[config.mk]
export PLATFORM = sky130hd
export DESIGN_NAME = cpu_top
export DESIGN_NICKNAME = d
export VERILOG_FILES = /design/src/hdl/cpu_pkg.sv /design/src/hdl/fetch_unit.sv /design/src/hdl/inst_queue.sv /design/src/hdl/reg_file.sv /design/src/hdl/exec_unit.sv /design/src/hdl/cpu_top.sv
export SDC_FILE = /design/constraint.sdc
export NUM_CORES = 2
export LEC_CHECK = 0
export BUFFER_PORTS_ARGS = -buffer_cell sky130_fd_sc_hd__buf_4
export CORE_MARGIN = 2
export CORE_UTILIZATION = 28
export DETAILED_ROUTE_END_ITERATION = 12
export GPL_TIMING_DRIVEN = 0
export PLACE_DENSITY = 0.43
export SLEW_MARGIN = 20
export SYNTH_ARGS = -nofsm -noshare
export SYNTH_HDL_FRONTEND = slang
export SYNTH_HIERARCHICAL = 1
export SYNTH_SLANG_ARGS = --single-unit
[constraint.sdc]
create_clock -name clk -period 12.2 [get_ports clk]
set_input_delay 1.22 -clock clk [delete_from_list [all_inputs] [get_ports clk]]
set_output_delay 1.22 -clock clk [all_outputs]
set_load 0.02 [all_outputs]
[src/hdl/cpu_pkg.sv]
`default_nettype none

package cpu_pkg;

    // data words and addresses share one width.
    typedef logic [31:0] u32_t;
    typedef logic [31:0] inst_t;
    typedef logic [4:0]  reg_idx_t;

    // instruction layout: opcode in 31:26, rk 14:10, rj 9:5, rd 4:0.
    localparam int OPC_LSB    = 26;
    localparam int IMM12_LSB  = 10; // ADDI immediate, sign extended.
    localparam int OFFS16_LSB = 10; // branch word offset, sign extended.

    // 3R operations, rd = rj op rk.
    localparam logic [5:0] OP_ADD  = 6'h01;
    localparam logic [5:0] OP_SUB  = 6'h02;
    localparam logic [5:0] OP_AND  = 6'h03;
    localparam logic [5:0] OP_OR   = 6'h04;
    localparam logic [5:0] OP_XOR  = 6'h05;

    // register plus immediate.
    localparam logic [5:0] OP_ADDI = 6'h0a;

    // branches compare rj with rd and jump to pc + offs16 * 4.
    localparam logic [5:0] OP_BEQ  = 6'h16;
    localparam logic [5:0] OP_BNE  = 6'h17;

endpackage

`default_nettype wire

[src/hdl/fetch_unit.sv]
`default_nettype none

module fetch_unit import cpu_pkg::*; #(
    parameter u32_t RESET_PC = 32'h1c00_0000,
    parameter int   IQ_DEPTH = 4
) (
    input  logic                      clk,
    input  logic                      rst_n,
    output logic                      icache_req,
    output u32_t                      icache_pa,
    input  logic                      icache_busy,
    input  inst_t                     icache_data,
    input  logic                      icache_data_valid,
    input  logic [$clog2(IQ_DEPTH):0] count,
    input  logic                      flush,
    input  u32_t                      redirect_pc,
    output logic                      push,
    output u32_t                      push_pc,
    output inst_t                     push_inst
);
    localparam int AW = $clog2(IQ_DEPTH);

    u32_t          pc;
    u32_t          pend_pc;
    u32_t          addr_q [IQ_DEPTH];
    logic          run;
    logic          pend;
    logic [AW:0]   out_cnt;
    logic [AW:0]   out_cnt_nxt;
    logic [AW:0]   drop_cnt;
    logic [AW-1:0] wr_ptr;
    logic [AW-1:0] rd_ptr;
    logic          accept;
    logic          hold;
    logic          credit_ok;
    logic          dropping;

    // every request in flight must have a guaranteed slot in the queue.
    assign credit_ok = ({1'b0, out_cnt} + {1'b0, count}) < (AW + 2)'(IQ_DEPTH);

    assign icache_req = run & credit_ok;
    assign icache_pa  = pc;
    assign accept     = icache_req & ~icache_busy;
    assign hold       = icache_req & icache_busy;

    assign dropping  = drop_cnt != '0;
    assign push      = icache_data_valid & ~dropping;
    assign push_pc   = addr_q[rd_ptr]; // responses come back in request order.
    assign push_inst = icache_data;

    assign out_cnt_nxt = out_cnt + (AW + 1)'(accept) - (AW + 1)'(icache_data_valid);

    always_ff @(posedge clk or negedge rst_n) begin
        if (!rst_n) begin
            run      <= 1'b0;
            pc       <= RESET_PC;
            pend     <= 1'b0;
            out_cnt  <= '0;
            drop_cnt <= '0;
            wr_ptr   <= '0;
            rd_ptr   <= '0;
        end else begin
            run     <= 1'b1;
            out_cnt <= out_cnt_nxt;
            if (accept)
                wr_ptr <= wr_ptr + 1'b1;
            if (icache_data_valid)
                rd_ptr <= rd_ptr + 1'b1;
            if (flush) begin
                // everything still in flight after this edge is wrong path.
                drop_cnt <= out_cnt_nxt;
                // a request held by busy must stay on the port, so the jump waits.
                pend <= hold;
                if (!hold)
                    pc <= redirect_pc;
            end else begin
                drop_cnt <= drop_cnt - (AW + 1)'(icache_data_valid & dropping)
                          + (AW + 1)'(accept & pend);
                if (accept) begin
                    pc   <= pend ? pend_pc : pc + 32'd4;
                    pend <= 1'b0;
                end
            end
        end
    end

    always_ff @(posedge clk) begin
        if (flush)
            pend_pc <= redirect_pc;
        if (accept)
            addr_q[wr_ptr] <= pc;
    end

endmodule

`default_nettype wire

[src/hdl/inst_queue.sv]
`default_nettype none

module inst_queue import cpu_pkg::*; #(
    parameter int IQ_DEPTH = 4
) (
    input  logic                      clk,
    input  logic                      rst_n,
    input  logic                      flush,
    input  logic                      push,
    input  u32_t                      push_pc,
    input  inst_t                     push_inst,
    input  logic                      pop,
    output logic                      head_valid,
    output u32_t                      head_pc,
    output inst_t                     head_inst,
    output logic [$clog2(IQ_DEPTH):0] count
);
    localparam int AW = $clog2(IQ_DEPTH);

    u32_t          pc_mem   [IQ_DEPTH];
    inst_t         inst_mem [IQ_DEPTH];
    logic [AW-1:0] wr_ptr;
    logic [AW-1:0] rd_ptr;
    logic [AW:0]   cnt;
    logic          do_pop;

    assign do_pop     = pop & head_valid;
    assign head_valid = cnt != '0;
    assign head_pc    = pc_mem[rd_ptr];
    assign head_inst  = inst_mem[rd_ptr];
    assign count      = cnt;

    always_ff @(posedge clk or negedge rst_n) begin
        if (!rst_n) begin
            wr_ptr <= '0;
            rd_ptr <= '0;
            cnt    <= '0;
        end else if (flush) begin
            wr_ptr <= '0; // a flush drops any push in the same cycle.
            rd_ptr <= '0;
            cnt    <= '0;
        end else begin
            if (push)
                wr_ptr <= wr_ptr + 1'b1;
            if (do_pop)
                rd_ptr <= rd_ptr + 1'b1;
            cnt <= cnt + (AW + 1)'(push) - (AW + 1)'(do_pop);
        end
    end

    // fetch never pushes into a full queue, so no full check here.
    always_ff @(posedge clk) begin
        if (push && !flush) begin
            pc_mem[wr_ptr]   <= push_pc;
            inst_mem[wr_ptr] <= push_inst;
        end
    end

endmodule

`default_nettype wire

[src/hdl/reg_file.sv]
`default_nettype none

module reg_file import cpu_pkg::*; (
    input  logic     clk,
    input  logic     rst_n,
    input  reg_idx_t rj,
    input  reg_idx_t rk_or_rd,
    output u32_t     rj_data,
    output u32_t     rk_or_rd_data,
    input  logic     we,
    input  reg_idx_t wr_idx,
    input  u32_t     wr_data
);

    u32_t regs [32];

    // r0 always reads as zero.
    assign rj_data       = (rj == '0) ? '0 : regs[rj];
    assign rk_or_rd_data = (rk_or_rd == '0) ? '0 : regs[rk_or_rd];

    always_ff @(posedge clk or negedge rst_n) begin
        if (!rst_n) begin
            for (int i = 0; i < 32; i++) begin
                regs[i] <= '0;
            end
        end else if (we && wr_idx != '0) begin
            regs[wr_idx] <= wr_data;
        end
    end

endmodule

`default_nettype wire

[src/hdl/exec_unit.sv]
`default_nettype none

module exec_unit import cpu_pkg::*; (
    input  logic     clk,
    input  logic     rst_n,
    input  logic     head_valid,
    input  u32_t     head_pc,
    input  inst_t    head_inst,
    input  logic     trace_rdy,
    output logic     pop,
    output reg_idx_t rj,
    output reg_idx_t rk_or_rd,
    input  u32_t     rj_data,
    input  u32_t     rk_or_rd_data,
    output logic     we,
    output reg_idx_t wr_idx,
    output u32_t     wr_data,
    output logic     redirect,
    output u32_t     redirect_pc,
    output logic     debug_wb_valid,
    output u32_t     debug_wb_pc,
    output inst_t    debug_wb_inst,
    output logic     debug_wb_rf_wen,
    output reg_idx_t debug_wb_rf_wnum,
    output u32_t     debug_wb_rf_wdata
);

    logic [5:0] opc;
    reg_idx_t   rd;
    u32_t       imm_ext;
    u32_t       offs_ext;
    u32_t       alu_res;
    logic       alu_op;
    logic       is_br;
    logic       taken;
    logic       wen;

    assign opc      = head_inst[OPC_LSB +: 6];
    assign rd       = head_inst[4:0];
    assign rj       = head_inst[9:5];
    assign is_br    = (opc == OP_BEQ) || (opc == OP_BNE);
    assign rk_or_rd = is_br ? rd : head_inst[14:10]; // branches compare against rd.

    assign imm_ext  = {{20{head_inst[IMM12_LSB + 11]}}, head_inst[IMM12_LSB +: 12]};
    assign offs_ext = {{14{head_inst[OFFS16_LSB + 15]}}, head_inst[OFFS16_LSB +: 16], 2'b00};

    always_comb begin
        alu_op = 1'b1;
        case (opc)
            OP_ADD:  alu_res = rj_data + rk_or_rd_data;
            OP_SUB:  alu_res = rj_data - rk_or_rd_data;
            OP_AND:  alu_res = rj_data & rk_or_rd_data;
            OP_OR:   alu_res = rj_data | rk_or_rd_data;
            OP_XOR:  alu_res = rj_data ^ rk_or_rd_data;
            OP_ADDI: alu_res = rj_data + imm_ext;
            default: begin
                // branches and unknown opcodes write nothing.
                alu_res = '0;
                alu_op  = 1'b0;
            end
        endcase
    end

    assign taken = (opc == OP_BEQ) ? (rj_data == rk_or_rd_data) : (rj_data != rk_or_rd_data);
    assign wen   = alu_op && rd != '0;

    assign pop = head_valid & trace_rdy;

    // writeback happens on the pop edge.
    assign we      = pop & wen;
    assign wr_idx  = rd;
    assign wr_data = alu_res;

    assign redirect    = pop & is_br & taken;
    assign redirect_pc = head_pc + offs_ext;

    always_ff @(posedge clk or negedge rst_n) begin
        if (!rst_n) begin
            debug_wb_valid  <= 1'b0;
            debug_wb_rf_wen <= 1'b0;
        end else begin
            debug_wb_valid  <= pop;
            debug_wb_rf_wen <= pop & wen;
        end
    end

    always_ff @(posedge clk) begin
        if (pop) begin
            debug_wb_pc       <= head_pc;
            debug_wb_inst     <= head_inst;
            debug_wb_rf_wnum  <= rd;
            debug_wb_rf_wdata <= alu_res;
        end
    end

endmodule

`default_nettype wire

[src/hdl/cpu_top.sv]
`default_nettype none

module cpu_top import cpu_pkg::*; #(
    parameter u32_t RESET_PC = 32'h1c00_0000,
    parameter int   IQ_DEPTH = 4
) (
    input  logic     clk,
    input  logic     rst_n,
    input  logic     trace_rdy,
    output logic     icache_req,
    output u32_t     icache_pa,
    input  logic     icache_busy,
    input  inst_t    icache_data,
    input  logic     icache_data_valid,
    output logic     debug_wb_valid,
    output u32_t     debug_wb_pc,
    output inst_t    debug_wb_inst,
    output logic     debug_wb_rf_wen,
    output reg_idx_t debug_wb_rf_wnum,
    output u32_t     debug_wb_rf_wdata
);

    logic [$clog2(IQ_DEPTH):0] count;
    logic     flush, redirect, push, pop, head_valid, we;
    u32_t     redirect_pc, push_pc, head_pc;
    inst_t    push_inst, head_inst;
    reg_idx_t rj, rk_or_rd, wr_idx;
    u32_t     rj_data, rk_or_rd_data, wr_data;

    assign flush = redirect; // a taken branch is the only source of a flush.

    fetch_unit #(.RESET_PC(RESET_PC), .IQ_DEPTH(IQ_DEPTH)) u_fetch (
        .clk, .rst_n,
        .icache_req, .icache_pa, .icache_busy, .icache_data, .icache_data_valid,
        .count, .flush, .redirect_pc,
        .push, .push_pc, .push_inst
    );

    inst_queue #(.IQ_DEPTH(IQ_DEPTH)) u_iq (
        .clk, .rst_n, .flush,
        .push, .push_pc, .push_inst,
        .pop,
        .head_valid, .head_pc, .head_inst, .count
    );

    reg_file u_rf (
        .clk, .rst_n,
        .rj, .rk_or_rd, .rj_data, .rk_or_rd_data,
        .we, .wr_idx, .wr_data
    );

    exec_unit u_exec (
        .clk, .rst_n,
        .head_valid, .head_pc, .head_inst, .trace_rdy,
        .pop,
        .rj, .rk_or_rd, .rj_data, .rk_or_rd_data,
        .we, .wr_idx, .wr_data,
        .redirect, .redirect_pc,
        .debug_wb_valid, .debug_wb_pc, .debug_wb_inst,
        .debug_wb_rf_wen, .debug_wb_rf_wnum, .debug_wb_rf_wdata
    );

endmodule

`default_nettype wire

==> results.json <==
{
  "worstPathMaxFanout": 10,
  "place_inst": 9868,
  "yosys-top-cells-area": "dfrtp_1 32%, edfxtp_1 18%, mux4_2 15%",
  "status": "completed",
  "synth_commonest_cells": "1074 x dfrtp_1, 1046 x mux2_2, 544 x mux4_2, 512 x edfxtp_1, 237 x clkbuf_1",
  "io_buffer_count": 140,
  "grt_usage_pct": 22.5,
  "path_depth": 25,
  "ys_seq_area_share_pct": 50.5,
  "vdd_drop_max_v": 0.000163,
  "synthCells": 5720,
  "fp-row-count": 200,
  "preCtsSetupSlack_ns": 1.55,
  "postCtsSetupRepairBufs": 0,
  "hold_buffers": 0,
  "place_area_um2": 91300,
  "clock_latency_ns": 0.91,
  "grt_antenna_before_repair": 24,
  "layout-drive-gt1-share_pct": 40.9,
  "synth-async-reset-ratio_pct": 67.8,
  "cts_tree": "done",
  "hold_viol_final": 0,
  "rsz0062_at_grt": "false",
  "antenna_left": 0,
  "fin_area_um2": 97500,
  "dp_hpwl_um": 244000,
  "finalMaxSlewViolations": 0,
  "yosys.area.top_type": "dfrtp_1",
  "reg2regPathDepth": 25,
  "grt-ovfl-total": 0,
  "syn_nets": 5940,
  "htreeDepth": 4,
  "vias_per_cell": 5.49,
  "ys_seq_elements": 1589,
  "crit_buf_inv": 7,
  "postSynthAreaPerCell_um2": 14.6,
  "power_mw": 27.7,
  "fin_ws_ns": 1.40,
  "relSlewSlack_pct": 13.5,
  "drc": 0,
  "yosysWarnings": 6,
  "cts_resized": 0,
  "clk_path_buf_depth": 4,
  "post-route-min-period_ns": 10.80,
  "grt_pass1_vias": 56800,
  "fin_crit_sh_pct": 88.5,
  "setup_violations": 0,
  "synthesis.area_um2": 83800,
  "root_buffer": "clkbuf_16",
  "area.growth.synth_to_final_pct": 16.4,
  "die_area_um2": 304000,
  "fillerInstances": 29300,
  "cellPowerDensity_nw_per_um2": 284,
  "start_util_pct": 28.2,
  "startpoint_type": "register",
  "netlist.area_leader.share_pct": 32.1,
  "pin_count": 173,
  "crit_type": "register to register",
  "die_x_um": 551,
  "endpoint_kind": "register",
  "clk_pin_slew_ns": 0.06,
  "die_y_um": 551,
  "tightest_slew_ns": 1.29,
  "fmax_mhz": 92.6,
  "cts_sinks": 1589,
  "synth_ff_type": "dfrtp_1",
  "dr.first_iter.drc_count": 5322,
  "min_path_type": "input port to async pin",
  "fin_nets": 6345,
  "synth_most_common_cell": "dfrtp_1",
  "synth_enable_flop_cells": 512,
  "crit_required_ns": 12.97,
  "cpMaxStageDelayCell": "a311oi_1",
  "cap_violations": 0,
  "wl_um": 346000,
  "leakage_nw": 41.0,
  "grt_pass1_wl_um": 474000,
  "wire_per_inst_um": 33.9,
  "firstDrtPassIters": 7,
  "critPathArrivalTime_ns": 11.57,
  "skew_ns": 0.107,
  "utilization_pct": 32.8,
  "coreArea_um2": 297000,
  "stdcell_count": 10200,
  "place_congestion": 0.904,
  "slowest_delay_ns": 0.96,
  "synth.distinct_cells": 109,
  "via_count": 56000,
  "crit_family": "compound AO/OA/AOI/OAI gates",
  "grt_max_degree": 135,
  "cts_buffers": 194
}
-- kinds of logic (layout without fill, tap and decap cells) --
logic type | Yosys count | in the layout | share of synthesized area [%]
buf+inv | 694 | 1241 | 4.37
flops | 1589 | 1589 | 50.5
mux | 1761 | 1761 | 30.8
other cells | 1 | 5 | 0.00448
compound gates | 843 | 843 | 7.02
simple gates | 555 | 555 | 3.51
fa+ha+maj | 183 | 183 | 2.79
xor+xnor | 94 | 94 | 0.999
-- metal layers --
layer | GRT usage, % | share of wire (%)
met1 | 30.5 | 43
met2 | 34.7 | 45
met3 | 5.06 | 7.3
met4 | 9.06 | 4.5
met5 | 0 | 0.036
-- power breakdown --
part           switching [mW]  internal [mW]  total [mW]
logic                    10.4           4.93        15.3
clock network            2.40           3.34        5.74
registers               0.350           6.22        6.57
total                    13.2           14.5        27.7
-- cells in the final DEF, fill, tap and decap left out, types with 14 or more instances in the layout --
cell type     n
dfrtp_1    1074
mux2_2     1046
mux4_2      544
edfxtp_1    512
buf_4       276
clkbuf_1    269
clkbuf_16   195
ha_1        177
buf_2       164
mux2i_1     140
nand2_1     128
nor2_1      126
inv_1       124
o21ai_0     118
o21ai_1     107
a21oi_1     102
nor2b_1      88
a22oi_1      73
a211oi_1     69
xnor2_1      68
a221oi_1     59
buf_6        55
a21o_1       51
a311oi_2     50
nor3_1       45
mux2_1       31
clkbuf_8     26
clkinv_2     25
xor2_1       25
buf_16       24
a22o_1       24
nand3_1      23
a31oi_1      23
clkbuf_2     20
nand4_1      17
a311oi_1     17
o2111ai_1    16
o21bai_1     14
and2_1       14
-- path summary, 6_finish.rpt --
check | startpoint | slack [ns] | end
setup / recovery | u_iq/rd_ptr[1] | 1.40 | u_rf/regs[759]
hold / removal | rst_n | 0.47 | u_rf/regs[602]
setup reg to reg | u_iq/rd_ptr[1] | 1.40 | u_rf/regs[759]
hold reg to reg | u_rf/regs[999] | 0.48 | u_rf/regs[999]
max in group asynchronous | rst_n | 9.02 | u_rf/regs[805]
min in group clk | u_rf/regs[999] | 0.48 | u_rf/regs[999]
-- final cells by class --
class / instances / area (µm²) / share of cell area, %
diodes: 4 / 10.0 / 0.0103
repair buffers: 209 / 2150 / 2.20
clock buffers: 272 / 5430 / 5.57
flip-flops and latches: 1589 / 42300 / 43.4
multi-input cells: 3437 / 38300 / 39.2
well taps: 3939 / 4930 / 5.05
clock inverters: 66 / 721 / 0.739
plain buffers: 567 / 3210 / 3.29
inverters: 127 / 477 / 0.489
-- through the flow --
step / TNS, ns / hold slack, ns
floorplan: 0 / 0.441
detailed placement: 0 / 0.464
CTS: 0 / 0.443
finish: 0 / 0.471
global route: 0 / 0.471
global placement: -5718.10 / 0.458
-- flip-flops by register name (all words and copies together), names as in the netlist, 2 cells and up --
name and cells:
u_iq/count 3, u_fetch/addr_q 128, u_fetch/drop_cnt 3, u_fetch/pend_pc 32
u_iq/inst_mem 128, u_iq/wr_ptr 2, u_fetch/rd_ptr 2, u_fetch/out_cnt 3
u_rf/regs 1024, u_exec/debug_wb_inst 32, u_exec/debug_wb_rf_wdata 32, u_iq/rd_ptr 2
u_exec/debug_wb_pc 32, u_fetch/icache_pa 32, u_fetch/wr_ptr 2, u_iq/pc_mem 128
Power figures use the tool's default switching activity.
